## config.mk

```make
export PLATFORM = sky130hd
export DESIGN_NAME = i2c_master_top
export DESIGN_NICKNAME = d
export VERILOG_FILES = /design/src/verilog/i2c_pkg.sv /design/src/verilog/i2c_master_top.sv /design/src/verilog/i2c_bit_engine.sv /design/src/verilog/i2c_timebase.sv /design/src/verilog/i2c_control_unit.sv
export SDC_FILE = /design/constraint.sdc
export NUM_CORES = 1
export LEC_CHECK = 0
export BUFFER_PORTS_ARGS = -buffer_cell sky130_fd_sc_hd__buf_2
export CAP_MARGIN = 40
export CORE_ASPECT_RATIO = 1.1
export CORE_UTILIZATION = 55
export DETAILED_ROUTE_END_ITERATION = 6
export PLACE_DENSITY = 0.74
export SLEW_MARGIN = 20
export SYNTH_ARGS = -nofsm -noshare
export SYNTH_HDL_FRONTEND = slang
export SYNTH_SLANG_ARGS = --single-unit
```

## constraint.sdc

```tcl
create_clock -name clock -period 4.9 [get_ports clock]
set_clock_uncertainty 0.2 [all_clocks]
set_input_delay 0.49 -clock clock [delete_from_list [all_inputs] [get_ports clock]]
set_output_delay 0.49 -clock clock [all_outputs]
set_load 0.005 [all_outputs]
```

## src/verilog/i2c_pkg.sv

```systemverilog
// I2C write master shared definitions: register map, bus and pin structs, FSM states
package i2c_pkg;

    // Register byte offsets on the Wishbone port
    localparam logic [7:0] STATUS_OFFSET     = 8'h00;
    localparam logic [7:0] CONTROL_OFFSET    = 8'h04;
    localparam logic [7:0] REGISTER_OFFSET   = 8'h08;
    localparam logic [7:0] DATA_OFFSET       = 8'h0C;
    localparam logic [7:0] PRESCALE_OFFSET   = 8'h10;
    localparam logic [7:0] START_OFFSET      = 8'h14;
    localparam logic [7:0] AUTO_WRITE_OFFSET = 8'h18;

    localparam int ADDR_WIDTH = 8;
    localparam int DATA_WIDTH = 32;

    typedef struct packed {
        logic                  cyc;
        logic                  stb;
        logic                  we;
        logic [ADDR_WIDTH-1:0] adr;
        logic [DATA_WIDTH-1:0] dat_w;
    } wb_req_t;

    typedef struct packed {
        logic                  ack;
        logic [DATA_WIDTH-1:0] dat_r;
    } wb_rsp_t;

    // Fields of one three-byte write
    typedef struct packed {
        logic [6:0] target;
        logic [7:0] index;
        logic [7:0] data;
    } i2c_cmd_t;

    // A bit at 1 pulls its line low
    typedef struct packed {
        logic scl_low;
        logic sda_low;
    } i2c_pins_t;

    typedef enum logic [1:0] {
        CU_IDLE,
        CU_REG_WRITE,
        CU_XFER_LAUNCH,
        CU_XFER_WAIT
    } cu_state_t;

    typedef enum logic [2:0] {
        ENG_IDLE,
        ENG_START_COND,
        ENG_SEND_BIT,
        ENG_ACK_BIT,
        ENG_STOP_COND
    } eng_state_t;

    // Quarter of a bit period
    typedef logic [1:0] quarter_t;

endpackage
```

## src/verilog/i2c_master_top.sv

```systemverilog
// I2C write master top level: Wishbone control unit, prescaler and bit engine
module i2c_master_top import i2c_pkg::*; (
    input  logic      clock,
    input  logic      reset,
    input  wb_req_t   wb_req,
    output wb_rsp_t   wb_rsp,
    output i2c_pins_t pins,
    input  logic      sda_line
);

    i2c_cmd_t    cmd;
    logic        start;
    logic        done;
    logic        nack;
    logic        tick_enable;
    logic [15:0] prescale;
    logic        tick;

    i2c_control_unit control_unit (
        .clock       (clock),
        .reset       (reset),
        .wb_req      (wb_req),
        .wb_rsp      (wb_rsp),
        .done        (done),
        .nack        (nack),
        .cmd         (cmd),
        .start       (start),
        .tick_enable (tick_enable),
        .prescale    (prescale)
    );

    i2c_timebase timebase (
        .clock       (clock),
        .reset       (reset),
        .tick_enable (tick_enable),
        .prescale    (prescale),
        .tick        (tick)
    );

    i2c_bit_engine bit_engine (
        .clock    (clock),
        .reset    (reset),
        .start    (start),
        .cmd      (cmd),
        .tick     (tick),
        .sda_line (sda_line),
        .pins     (pins),
        .done     (done),
        .nack     (nack)
    );

endmodule

```

## src/verilog/i2c_bit_engine.sv

```systemverilog
// I2C bit engine: serializes START, three acknowledged bytes and STOP on open-drain lines
module i2c_bit_engine import i2c_pkg::*; (
    input  logic      clock,
    input  logic      reset,
    input  logic      start,
    input  i2c_cmd_t  cmd,
    input  logic      tick,
    input  logic      sda_line,
    output i2c_pins_t pins,
    output logic      done,
    output logic      nack
);

    eng_state_t state;
    quarter_t   quarter;

    logic [23:0] shift;
    logic [2:0]  bit_cnt;
    logic [1:0]  byte_cnt;
    logic        ack_sample;
    logic        sda_want;
    logic        sda_low_q;

    always_ff @(posedge clock) begin
        if (!reset) begin
            state    <= ENG_IDLE;
            quarter  <= '0;
            bit_cnt  <= '0;
            byte_cnt <= '0;
            done     <= 1'b0;
            nack     <= 1'b0;
        end else begin
            done <= 1'b0;
            case (state)
                ENG_IDLE: begin
                    if (start) begin
                        state    <= ENG_START_COND;
                        quarter  <= '0;
                        bit_cnt  <= '0;
                        byte_cnt <= '0;
                        nack     <= 1'b0;
                    end
                end
                ENG_START_COND: begin
                    if (tick) begin
                        quarter <= quarter + 2'd1;
                        if (quarter == 2'd3) begin
                            state <= ENG_SEND_BIT;
                        end
                    end
                end
                ENG_SEND_BIT: begin
                    if (tick) begin
                        quarter <= quarter + 2'd1;
                        if (quarter == 2'd3) begin
                            bit_cnt <= bit_cnt + 3'd1;
                            if (bit_cnt == 3'd7) begin
                                state <= ENG_ACK_BIT;
                            end
                        end
                    end
                end
                ENG_ACK_BIT: begin
                    if (tick) begin
                        quarter <= quarter + 2'd1;
                        if (quarter == 2'd3) begin
                            if (ack_sample) begin
                                // Refused byte ends the frame early
                                nack  <= 1'b1;
                                state <= ENG_STOP_COND;
                            end else if (byte_cnt == 2'd2) begin
                                state <= ENG_STOP_COND;
                            end else begin
                                byte_cnt <= byte_cnt + 2'd1;
                                state    <= ENG_SEND_BIT;
                            end
                        end
                    end
                end
                ENG_STOP_COND: begin
                    if (tick) begin
                        quarter <= quarter + 2'd1;
                        if (quarter == 2'd3) begin
                            state <= ENG_IDLE;
                            done  <= 1'b1;
                        end
                    end
                end
                default: state <= ENG_IDLE;
            endcase
        end
    end

    // Address byte carries R/W clear in its LSB
    always_ff @(posedge clock) begin
        if (state == ENG_IDLE && start) begin
            shift <= {cmd.target, 1'b0, cmd.index, cmd.data};
        end else if (state == ENG_SEND_BIT && tick && quarter == 2'd3) begin
            shift <= {shift[22:0], 1'b0};
        end
    end

    // Target response taken as SCL is about to rise
    always_ff @(posedge clock) begin
        if (state == ENG_ACK_BIT && tick && quarter == 2'd1) begin
            ack_sample <= sda_line;
        end
    end

    always_comb begin
        case (state)
            ENG_START_COND: sda_want = quarter[1];
            ENG_SEND_BIT:   sda_want = !shift[23];
            ENG_STOP_COND:  sda_want = (quarter != 2'd3);
            default:        sda_want = 1'b0;
        endcase
    end

    // SDA follows one clock behind, so it never moves on the SCL edge itself
    always_ff @(posedge clock) begin
        if (!reset) begin
            sda_low_q <= 1'b0;
        end else begin
            sda_low_q <= sda_want;
        end
    end

    // SCL low in the first half of every data, ACK and STOP bit
    assign pins.scl_low = (state == ENG_SEND_BIT || state == ENG_ACK_BIT ||
                           state == ENG_STOP_COND) && !quarter[1];
    assign pins.sda_low = sda_low_q;

endmodule

```

## src/verilog/i2c_timebase.sv

```systemverilog
// I2C timebase: programmable prescaler giving one quarter-bit tick per prescale+1 clocks
module i2c_timebase (
    input  logic        clock,
    input  logic        reset,
    input  logic        tick_enable,
    input  logic [15:0] prescale,
    output logic        tick
);

    logic [15:0] count;

    // Count runs 0, prescale, ..., 1 and ticks on the step back to zero
    always_ff @(posedge clock) begin
        if (!reset) begin
            count <= '0;
            tick  <= 1'b0;
        end else if (!tick_enable) begin
            count <= '0;
            tick  <= 1'b0;
        end else begin
            if (count == 16'd0) begin
                count <= prescale;
            end else begin
                count <= count - 16'd1;
            end
            // A zero prescale ticks every clock
            tick <= (count == 16'd1) || (prescale == 16'd0);
        end
    end

endmodule

```

## src/verilog/i2c_control_unit.sv

```systemverilog
// I2C control unit: Wishbone register file that launches transfers and holds ack until done
module i2c_control_unit import i2c_pkg::*; (
    input  logic        clock,
    input  logic        reset,
    input  wb_req_t     wb_req,
    output wb_rsp_t     wb_rsp,
    input  logic        done,
    input  logic        nack,
    output i2c_cmd_t    cmd,
    output logic        start,
    output logic        tick_enable,
    output logic [15:0] prescale
);

    cu_state_t state;
    wb_req_t   req_q;

    logic        ack_q;
    logic [31:0] dat_r_q;
    logic [31:0] read_mux;
    logic        request;

    logic        busy;
    logic        nack_flag;
    logic        auto_active;

    logic [6:0]  target_q;
    logic        enable_q;
    logic [7:0]  index_q;
    logic [7:0]  data_q;
    logic [15:0] prescale_q;

    // Ignore the request still held in the cycle where ack is high
    assign request = wb_req.cyc && wb_req.stb && !ack_q;

    // Latched request, sampled once per bus cycle
    always_ff @(posedge clock) begin
        if (state == CU_IDLE && request) begin
            req_q <= wb_req;
        end
    end

    always_comb begin
        case (req_q.adr)
            STATUS_OFFSET:   read_mux = {30'd0, nack_flag, busy};
            CONTROL_OFFSET:  read_mux = {23'd0, enable_q, 1'b0, target_q};
            REGISTER_OFFSET: read_mux = {24'd0, index_q};
            DATA_OFFSET:     read_mux = {24'd0, data_q};
            PRESCALE_OFFSET: read_mux = {16'd0, prescale_q};
            default:         read_mux = '0;
        endcase
    end

    // Read data is presented together with ack
    always_ff @(posedge clock) begin
        if (state == CU_REG_WRITE && !req_q.we) begin
            dat_r_q <= read_mux;
        end else begin
            dat_r_q <= '0;
        end
    end

    always_ff @(posedge clock) begin
        if (!reset) begin
            state       <= CU_IDLE;
            ack_q       <= 1'b0;
            start       <= 1'b0;
            busy        <= 1'b0;
            nack_flag   <= 1'b0;
            auto_active <= 1'b0;
            target_q    <= '0;
            enable_q    <= 1'b0;
            index_q     <= '0;
            data_q      <= '0;
            prescale_q  <= 16'd1;
        end else begin
            ack_q <= 1'b0;
            start <= 1'b0;
            case (state)
                CU_IDLE: begin
                    if (request) begin
                        if (wb_req.we && (wb_req.adr == START_OFFSET ||
                                          wb_req.adr == AUTO_WRITE_OFFSET)) begin
                            state <= CU_XFER_LAUNCH;
                        end else begin
                            state <= CU_REG_WRITE;
                        end
                    end
                end
                CU_REG_WRITE: begin
                    if (req_q.we) begin
                        case (req_q.adr)
                            CONTROL_OFFSET: begin
                                target_q <= req_q.dat_w[6:0];
                                enable_q <= req_q.dat_w[8];
                            end
                            REGISTER_OFFSET: index_q    <= req_q.dat_w[7:0];
                            DATA_OFFSET:     data_q     <= req_q.dat_w[7:0];
                            PRESCALE_OFFSET: prescale_q <= req_q.dat_w[15:0];
                            default: ;
                        endcase
                    end
                    ack_q <= 1'b1;
                    state <= CU_IDLE;
                end
                CU_XFER_LAUNCH: begin
                    // Packed fields land in the same registers as the plain path
                    if (req_q.adr == AUTO_WRITE_OFFSET) begin
                        target_q    <= req_q.dat_w[6:0];
                        index_q     <= req_q.dat_w[15:8];
                        data_q      <= req_q.dat_w[23:16];
                        auto_active <= 1'b1;
                    end
                    start     <= 1'b1;
                    busy      <= 1'b1;
                    nack_flag <= 1'b0;
                    state     <= CU_XFER_WAIT;
                end
                CU_XFER_WAIT: begin
                    if (done) begin
                        ack_q       <= 1'b1;
                        busy        <= 1'b0;
                        nack_flag   <= nack;
                        auto_active <= 1'b0;
                        state       <= CU_IDLE;
                    end
                end
                default: state <= CU_IDLE;
            endcase
        end
    end

    assign wb_rsp.ack   = ack_q;
    assign wb_rsp.dat_r = dat_r_q;

    assign cmd.target = target_q;
    assign cmd.index  = index_q;
    assign cmd.data   = data_q;

    // AUTO_WRITE runs even with the CONTROL enable cleared
    assign tick_enable = enable_q | auto_active;
    assign prescale    = prescale_q;

endmodule

```

==> results of run 1 <==
-- Yosys cell counts, types with 2 or more instances --
| master | n | share of area [%] |
|---|---|---|
| a31oi_1 | 3 | 0.29 |
| a21oi_1 | 29 | 2.2 |
| inv_1 | 7 | 0.40 |
| xor2_1 | 8 | 1.1 |
| or2_2 | 2 | 0.19 |
| nor4_1 | 5 | 0.48 |
| nand3_1 | 23 | 1.8 |
| buf_2 | 11 | 0.84 |
| nand4b_1 | 3 | 0.40 |
| nand2b_1 | 2 | 0.19 |
| and2_0 | 2 | 0.19 |
| o21a_1 | 4 | 0.46 |
| nand4_1 | 4 | 0.38 |
| xnor2_1 | 6 | 0.80 |
| buf_12 | 2 | 0.61 |
| o211a_1 | 16 | 2.5 |
| a22oi_1 | 10 | 1.1 |
| clkbuf_1 | 20 | 1.1 |
| edfxtp_1 | 57 | 26 |
| or4_1 | 2 | 0.23 |
| o21ai_0 | 14 | 1.1 |
| ha_1 | 8 | 1.5 |
| and3_1 | 12 | 1.1 |
| nor2_1 | 39 | 2.2 |
| a211oi_1 | 15 | 1.7 |
| nand2_1 | 53 | 3.0 |
| nor4_2 | 2 | 0.38 |
| nor3b_1 | 3 | 0.34 |
| nor4_4 | 2 | 0.65 |
| a21boi_0 | 5 | 0.57 |
| mux4_2 | 2 | 0.69 |
| nor4b_1 | 2 | 0.27 |
| nor2b_1 | 28 | 2.7 |
| mux2i_1 | 16 | 2.5 |
| o211ai_1 | 2 | 0.23 |
| nor3_1 | 6 | 0.46 |
| dfxtp_1 | 94 | 29 |
| buf_4 | 18 | 2.1 |
| o22ai_1 | 3 | 0.29 |
| and4b_1 | 2 | 0.31 |
| and2_1 | 8 | 0.77 |
| a22o_1 | 28 | 3.8 |
-- state kept, by name, indices dropped and copies added, names as in the netlist, 3 cells and up --
signal                 cells
control_unit.dat_r_q      16
timebase.count            16
control_unit.prescale     16
bit_engine.bit_cnt         3
bit_engine.shift          24
control_unit.target_q      7
bit_engine.state           3
control_unit.data_q        8
control_unit.index_q       8
control_unit.req_q        33
-- worst max-delay path, delay by kind of cell (launching register included) --
kind	cells	cell delay (ns)
AOI/OAI and AO/OA	2	0.87
DFF	1	0.55
and+or+nand+nor	3	0.48
buffers and inverters	1	0.28
-- kinds of logic (layout without fill, tap and decap cells) --
| group | Yosys count | after routing | share of synthesized area, % |
|---|---|---|---|
| simple gates | 208 | 208 | 17.7 |
| flops | 151 | 151 | 55.0 |
| compound gates | 136 | 136 | 15.1 |
| buf+inv | 60 | 104 | 5.33 |
| mux | 19 | 19 | 3.32 |
| xor+xnor | 14 | 14 | 1.88 |
| fa+ha+maj | 8 | 8 | 1.53 |
| other cells | 1 | 16 | 0.0574 |
-- through the flow --
| step | cells | hold WS, ns |
|---|---|---|
| after floorplan | 612 | 0.237 |
| after global placement | 770 | 0.266 |
| after detailed placement | 773 | 0.271 |
| after CTS | 805 | 0.0226 |
| after global routing | 806 | 0.0224 |
| final | 806 | 0.0382 |
-- worst paths after layout --
| path | from | endpoint | slack [ns] | cells after the start |
|---|---|---|---|---|
| setup / recovery | control_unit.state[1]$_SDFFE_PN0P_ | control_unit.target_q[4]$_SDFFE_PN0P_ | 2.44 | 6 |
| hold / removal | wb_req[3] | control_unit.req_q[3]$_DFFE_PP_ | 0.04 | 1 |
| setup reg to reg | control_unit.state[1]$_SDFFE_PN0P_ | control_unit.target_q[4]$_SDFFE_PN0P_ | 2.44 | 6 |
| hold reg to reg | control_unit.target_q[2]$_SDFFE_PN0P_ | control_unit.target_q[2]$_SDFFE_PN0P_ | 0.28 | 2 |
-- cell type report --
| type | instances | area share [%] |
|---|---|---|
| clock buffer | 21 | 6.09 |
| multi-input combinational | 401 | 35.9 |
| sequential | 151 | 48.6 |
| timing repair buffer | 65 | 4.87 |
| clock inverter | 11 | 1.67 |
| inverter | 7 | 0.355 |
| tap | 150 | 2.54 |
-- metal layers --
metal  up-vias  share of wire [%]
li1       2260                  -
met1      2223                 45
met2       178                 46
met3        37                6.1
met4         0                3.2
met5         -                  0
-- where the power goes --
group          leakage (nW)  internal [mW]  switching (mW)  total, mW
registers              1.23           1.31          0.0144       1.33
clock network         0.284          0.764           0.494       1.26
logic                  1.41         0.0221          0.0299     0.0521
total                  2.92           2.10           0.539       2.64
==> reports/results.txt, run 1 <==
First-pass GRT wire length: 22300 um
Maxcap violations: 0
Largest net degree at the start of global routing: 69
Hpwl dp: 9720 um
Worst Setup End Kind: flip-flop
PwrDens: 357 mW/mm2
Synth Register Bits: 151
Crit path kind: flip-flop to flip-flop
Reg area: 0.00359 mm2
DRC: 0
I/O Buffers: 56
Fillcell total: 927
H-tree depth: 4
EDFF count, synth: 57
Actual slew at the worst max-slew pin: 0.908 ns
Initial drt markers: 493
Chip Width: 106 um
Post-CTS Repair Setup Buffers: 0
Delay of the slowest critical-path stage: 0.75 ns
Overall Global Routing Usage: 24.4%
Setup_tns: 0 ns
M3 GR Usage: 5.47%
Final Hold Fails: 0
Power Total: 2.64 mW
Wire per inst: 17.3 um
Root buf cell: clkbuf_16
Max FO, Critical Path: 29
Skew-Pair Late Insertion Delay: 0.42 ns
Cells after Synth: 597
Vias per cell: 5.83
Synthesized area: 0.00653 mm2
Fmax: 407 MHz
Clock buffer depth: 2
RSZ-0062 raised after global routing: false
Core Util, Final: 64.1%
Ys Warns: 0
CP max stage cell: a21boi_1
Final setup fails: 0
Grt peak-use layer: met2
Post-route antenna net violation count: 0
Synth cell types: 61
Sequential area share after synthesis: 55.0%
Met2 usage: 37.6%
Synth async-reset ratio: 0%
Final WL: 13900 um
CTS tree: built
CTS Sinks: 151
Final period utilization: 50.1%
Avg Inst Size Synth: 10.9 um2
Total core area: 0.0115 mm2
Reg clk slew, reported paths: 0.06 ns
Slew Limit Fails: 0
Outcome: finished, final reports clean
Final nets: 697
Cell Area, Placed: 0.00682 mm2
IO Pins: 81
Leak: 2.92 nW
DRT Pass-1 Iters: 5
Worst Setup Start Kind: flip-flop
FP Rows: 41
Initial cell density of the core: 56.6%
Number of global-route vias before repair: 4375
VDD IR max: 0.000269 V
Total number of vias: 4698
Cell Chain, Critical Path: nor2b_1 -> buf_4 -> nand3_1 -> a21boi_1 -> nand3_1 -> o21ai_0
Share of cells above drive strength 1: 16.8%
Req. time, crit path: 5.04 ns
CP arrival: 2.60 ns
Design Area, Final: 0.00740 mm2
Die Span Y: 116 um
CTS Buf Count: 17
Global route overflow: 0
Hold crit path type: primary input to flip-flop
DP Worst Slack: 2.52 ns
Leading cell type in the layout, fill and taps excluded: dfxtp_1
Antenna diodes: 0
Crit path top cell by count: nand3_1
Minimum clock period: 2.46 ns
Die area: 0.0123 mm2
Post-CTS Hold Buffers: 0
Slew headroom: 39.4%
Number of gates resized after cts: 0
Met1 usage: 32.4%
GP Congestion: 0.889
Fin worst setup slack: 2.44 ns
Ys flop type: dfxtp_1
Multi-input combinational cell area: 0.00266 mm2
Most frequent cells in the layout: dfxtp_1, edfxtp_1, buf_2
Area grow syn2layout: 13.4%
Initial antenna violation count: 0
(Power assumes the default switching activity.)
==> inputs of run 2 (changes only) <==
Settings changed: CORE_UTILIZATION 55 to 52.
Clock period 4.9 ns to 2.25 ns, I/O delays scaled along.
==> run 2 against run 1 <==
First-iteration DRC count decreased by 6.3%. Core utilization increased by 0.50 points. Register-to-register slack got worse by 2.3 ns. Design area up 6.0%. Sequential share of layout area is 2.7 points lower. Critical endpoint is now control_unit.dat_r_q[3]$_SDFF_PN0_. Power is 120% higher. Non-clock buffer count is 43 higher. Sequential cell count unchanged. Critical path depth is 1 lower. Die area up 5.7%. Global-route usage increased by 0.94 points. Fmax up 17%.
==> reports/results.txt, run 2 (synthesis gave the netlist of run 1 again) <==
Outcome: finished, final reports clean
Actual slew at the worst max-slew pin: 0.731 ns
Slew headroom: 51.3%
First-pass GRT wire length: 24400 um
Largest reg by FF count: control_unit.req_q
Cell Area, Placed: 0.00692 mm2
Global route overflow: 0
Worst hold slack: 0.133 ns
CTS Buf Count: 17
Worst Setup Start Kind: flip-flop
H-tree depth: 4
Fmax: 475 MHz
Power Total: 5.83 mW
Setup_tns: 0 ns
Max reg flops: 33
Dpl cells: 787
Total number of vias: 4891
Final setup fails: 0
Minimum clock period: 2.11 ns
Leading cell type in the layout, fill and taps excluded: dfxtp_1
Final period utilization: 93.6%
Chip Width: 109 um
Antenna diodes: 0
Share of cells above drive strength 1: 17.5%
Area grow syn2layout: 20.1%
Slew Limit Fails: 0
Final WL: 15000 um
IO Pins: 81
Die Span Y: 120 um
FP Rows: 42
Initial antenna violation count: 0
CP arrival: 2.22 ns
Design Area, Final: 0.00784 mm2
Die area: 0.0130 mm2
DRT Pass-1 Iters: 6
Number of global-route vias before repair: 4742
Leak: 3.10 nW
DP Worst Slack: 0.175 ns
Post-CTS Repair Setup Buffers: 0
Final nets: 740
Fin worst setup slack: 0.144 ns
I/O Buffers: 56
Vias per cell: 5.73
Hpwl dp: 9750 um
Worst Setup End Kind: flip-flop
Top Registers: control_unit.req_q x33, bit_engine.shift x24
Wire per inst: 17.6 um
RSZ-0062 raised after global routing: false
CTS tree: built
DRC: 0
Skew-Pair Late Insertion Delay: 0.43 ns
Core Util, Final: 64.6%
Req. time, crit path: 2.37 ns
CTS Sinks: 151
Initial cell density of the core: 53.8%
Initial drt markers: 462
Largest net degree at the start of global routing: 68
Hold crit path type: primary input to flip-flop
Reg2reg setup slack: 0.14 ns
Total core area: 0.0121 mm2
PwrDens: 743 mW/mm2
Overall Global Routing Usage: 25.4%
Final std cells w/o fill: 853
GP Congestion: 0.921
Clock buffer depth: 2
VDD IR max: 0.000706 V
Final Hold Fails: 0
Maxcap violations: 0
Crit path kind: flip-flop to flip-flop
Root buf cell: clkbuf_16
Reg clk slew, reported paths: 0.06 ns
Max FO, Critical Path: 7
Most frequent cells in the layout: dfxtp_1, edfxtp_1, buf_2
Post-route antenna net violation count: 0
[run 2: changes by cell type in the layout (fill, tap and decap cells not counted), sizes merged]
cell	before	now
buf	65	74
clkbuf	21	17
clkinvlp	0	4
dlygate4sd3	0	34
[run 2: worst max-delay path, stage by stage (launching register included)]
cell	delay, ns
edfxtp_1	0.47
nor4_4	0.49
and2_0	0.23
and3_1	0.27
a22oi_1	0.10
a21oi_1	0.25
[run 2: report_power, final]
group | leakage [nW] | internal, mW | switching [mW]
registers | 1.23 | 2.86 | 0.0290
logic | 1.60 | 0.0890 | 0.0812
clock network | 0.271 | 1.63 | 1.14
total | 3.10 | 4.58 | 1.25
[run 2: layout make-up]
type | instances | area (um2)
Timing Repair Buffer | 108 | 793
Fill cell | 941 | 4300
Sequential cell | 151 | 3590
Inverter | 7 | 26.3
Tap cell | 154 | 193
Multi-Input combinational cell | 401 | 2660
Clock buffer | 17 | 425
Clock inverter | 15 | 153
[run 2: path summary, 6_finish.rpt]
check	from	end	cells past startpoint
worst max-delay path	control_unit.req_q[37]$_DFFE_PP_	control_unit.dat_r_q[3]$_SDFF_PN0_	5
worst min-delay path	wb_req[42]	control_unit.state[1]$_SDFFE_PN0P_	4
worst max register to register	control_unit.req_q[37]$_DFFE_PP_	control_unit.dat_r_q[3]$_SDFF_PN0_	5
worst min register to register	control_unit.target_q[2]$_SDFFE_PN0P_	control_unit.target_q[2]$_SDFFE_PN0P_	2
[run 2: what timing repair did]
action	4_1_cts	5_1_grt
setup endpoints to repair	0	1
hold endpoints to repair	36	0
hold buffers	34	0
resized for setup	0	1
[run 2: metal layers]
layer / wire (um) / vias up / track usage, %
met5: 0 / - / 0
met4: 255 / 0 / 8.70
met3: 1020 / 22 / 6.84
met2: 7310 / 205 / 40.3
met1: 6450 / 2331 / 33.3
li1: - / 2333 / -
==> inputs of run 3 (changes only) <==
Settings changed: CORE_UTILIZATION 52 to 55, CTS_BUF_LIST set to sky130_fd_sc_hd__clkbuf_8.
Clock period 2.25 ns to 2.4 ns, I/O delays scaled along.
==> run 3 against run 2 <==
Critical path depth is 1 higher. Clock power is 27% lower. Cell count is 0.23% lower. Critical path type unchanged. Largest cell class unchanged. Largest power group unchanged. Highest routed layer unchanged.
==> reports/results.txt, run 3 (synthesis gave the netlist of run 1 again) <==
Outcome: finished, final reports clean
Design Area, Final: 0.00767 mm2
Final WL: 15100 um
Skew-Pair Late Insertion Delay: 0.46 ns
Final setup fails: 0
Clock buffer depth: 2
IO Pins: 81
Final Hold Fails: 0
Final nets: 742
VDD IR max: 0.000490 V
Number of global-route vias before repair: 4811
Setup_tns: 0 ns
Slew Limit Fails: 0
Actual slew at the worst max-slew pin: 0.719 ns
Total number of vias: 4886
Number of gates resized after cts: 0
Largest reg by FF count: control_unit.req_q
Clock group share of total power: 41.3%
H-tree depth: 4
Area grow syn2layout: 17.5%
Core Util, Final: 66.5%
Die Span Y: 116 um
FP Rows: 41
Largest net degree at the start of global routing: 68
Post-CTS Repair Setup Buffers: 0
Vias per cell: 5.74
Worst hold slack: 0.107 ns
Combinational group share of total power: 3.3%
DRT Pass-1 Iters: 5
Initial drt markers: 407
Req. time, crit path: 2.59 ns
Initial cell density of the core: 56.6%
DRC: 0
Sequential share of power: 55.4%
Die area: 0.0123 mm2
Wire per inst: 17.7 um
Final period utilization: 91.3%
Maxcap violations: 0
Fmax: 456 MHz
Worst Setup Start Kind: flip-flop
Cell Chain, Critical Path: nor4b_4 -> and2b_1 -> buf_4 -> and2_1 -> a22oi_1 -> nor2_1
CP max stage cell: edfxtp_1
I/O Buffers: 56
Hpwl dp: 9950 um
Worst Setup End Kind: flip-flop
RSZ-0062 raised after global routing: false
Root buf cell: clkbuf_8
Cell Int Power: 3.80 mW
Top Registers: control_unit.req_q x33, bit_engine.shift x24
Max reg flops: 33
Share of cells above drive strength 1: 17.5%
First-pass GRT wire length: 24300 um
Total core area: 0.0115 mm2
Sw frac: 22.3%
Delay of the slowest critical-path stage: 0.47 ns
Post-CTS Hold Buffers: 34
Fillcell total: 888
CTS tree: built
PwrDens: 637 mW/mm2
Post-route antenna net violation count: 0
Leading cell type in the layout, fill and taps excluded: dfxtp_1
CP arrival: 2.38 ns
Reg clk slew, reported paths: 0.08 ns
Chip Width: 106 um
Global route overflow: 0
Initial antenna violation count: 0
Crit path kind: flip-flop to flip-flop
GP Congestion: 0.876
CTS Sinks: 151
Antenna diodes: 0
Minimum clock period: 2.19 ns
Most frequent cells in the layout: dfxtp_1, edfxtp_1, buf_2
Slew headroom: 51.9%
CTS Buf Count: 17
Leak: 3.04 nW
Hold crit path type: primary input to flip-flop
Cell Area, Placed: 0.00692 mm2
Overall Global Routing Usage: 26.4%
Max FO, Critical Path: 11
Sw power: 1.09 mW
-- run 3: per-stage QoR --
| step | instances | worst slack [ns] | power (mW) |
|---|---|---|---|
| global route | 851 | 0.0747 | 5.04 |
| finish | 851 | 0.209 | 4.89 |
| global placement | 784 | 0.321 | 2.87 |
| floorplan | 612 | 0.323 | 2.83 |
| detailed placement | 785 | 0.281 | 2.88 |
| CTS | 851 | 0.236 | 4.90 |
-- run 3: path summary, 6_finish.rpt --
kind	from	to	slack, ns	cells after the start
hold reg to reg	bit_engine.shift[16]$_SDFFE_PP0N_	bit_engine.shift[16]$_SDFFE_PP0N_	0.28	2
setup reg to reg	control_unit.req_q[37]$_DFFE_PP_	control_unit.dat_r_q[8]$_SDFF_PN0_	0.21	6
setup / recovery	control_unit.req_q[37]$_DFFE_PP_	control_unit.dat_r_q[8]$_SDFF_PN0_	0.21	6
hold / removal	wb_req[41]	control_unit.state[0]$_SDFFE_PN0P_	0.11	4
-- run 3: routing by layer --
layer	global-route usage [%]	up-vias	part of all wire (%)
met4	12.4	0	2.7
li1	-	2331	-
met5	0	-	0
met1	33.0	2361	44
met2	43.6	165	48
met3	6.19	29	5.1
-- run 3: power by group through the flow --
stage	sequential, mW	clock, mW	combinational (mW)
floorplan	2.75	0	0.0821
global placement	2.76	0	0.109
detailed placement	2.76	0	0.113
CTS	2.70	2.04	0.154
global route	2.71	2.16	0.177
finish	2.71	2.02	0.162
-- run 3: cell type report --
type                       instances  area [um2]  area share, %
sequential                       151        3590           46.8
multi-input combinational        401        2660           34.6
tap                              150         188           2.45
clock buffer                      17         234           3.05
timing repair buffer             110         796           10.4
clock inverter                    15         180           2.35
inverter                           7        26.3          0.342
-- run 3: worst max-delay path, delay by kind of cell (launching register included) --
family | cells | cell delay (ns)
compound gates | 1 | 0.15
flops | 1 | 0.47
simple gates | 4 | 1.14
buf+inv | 1 | 0.16
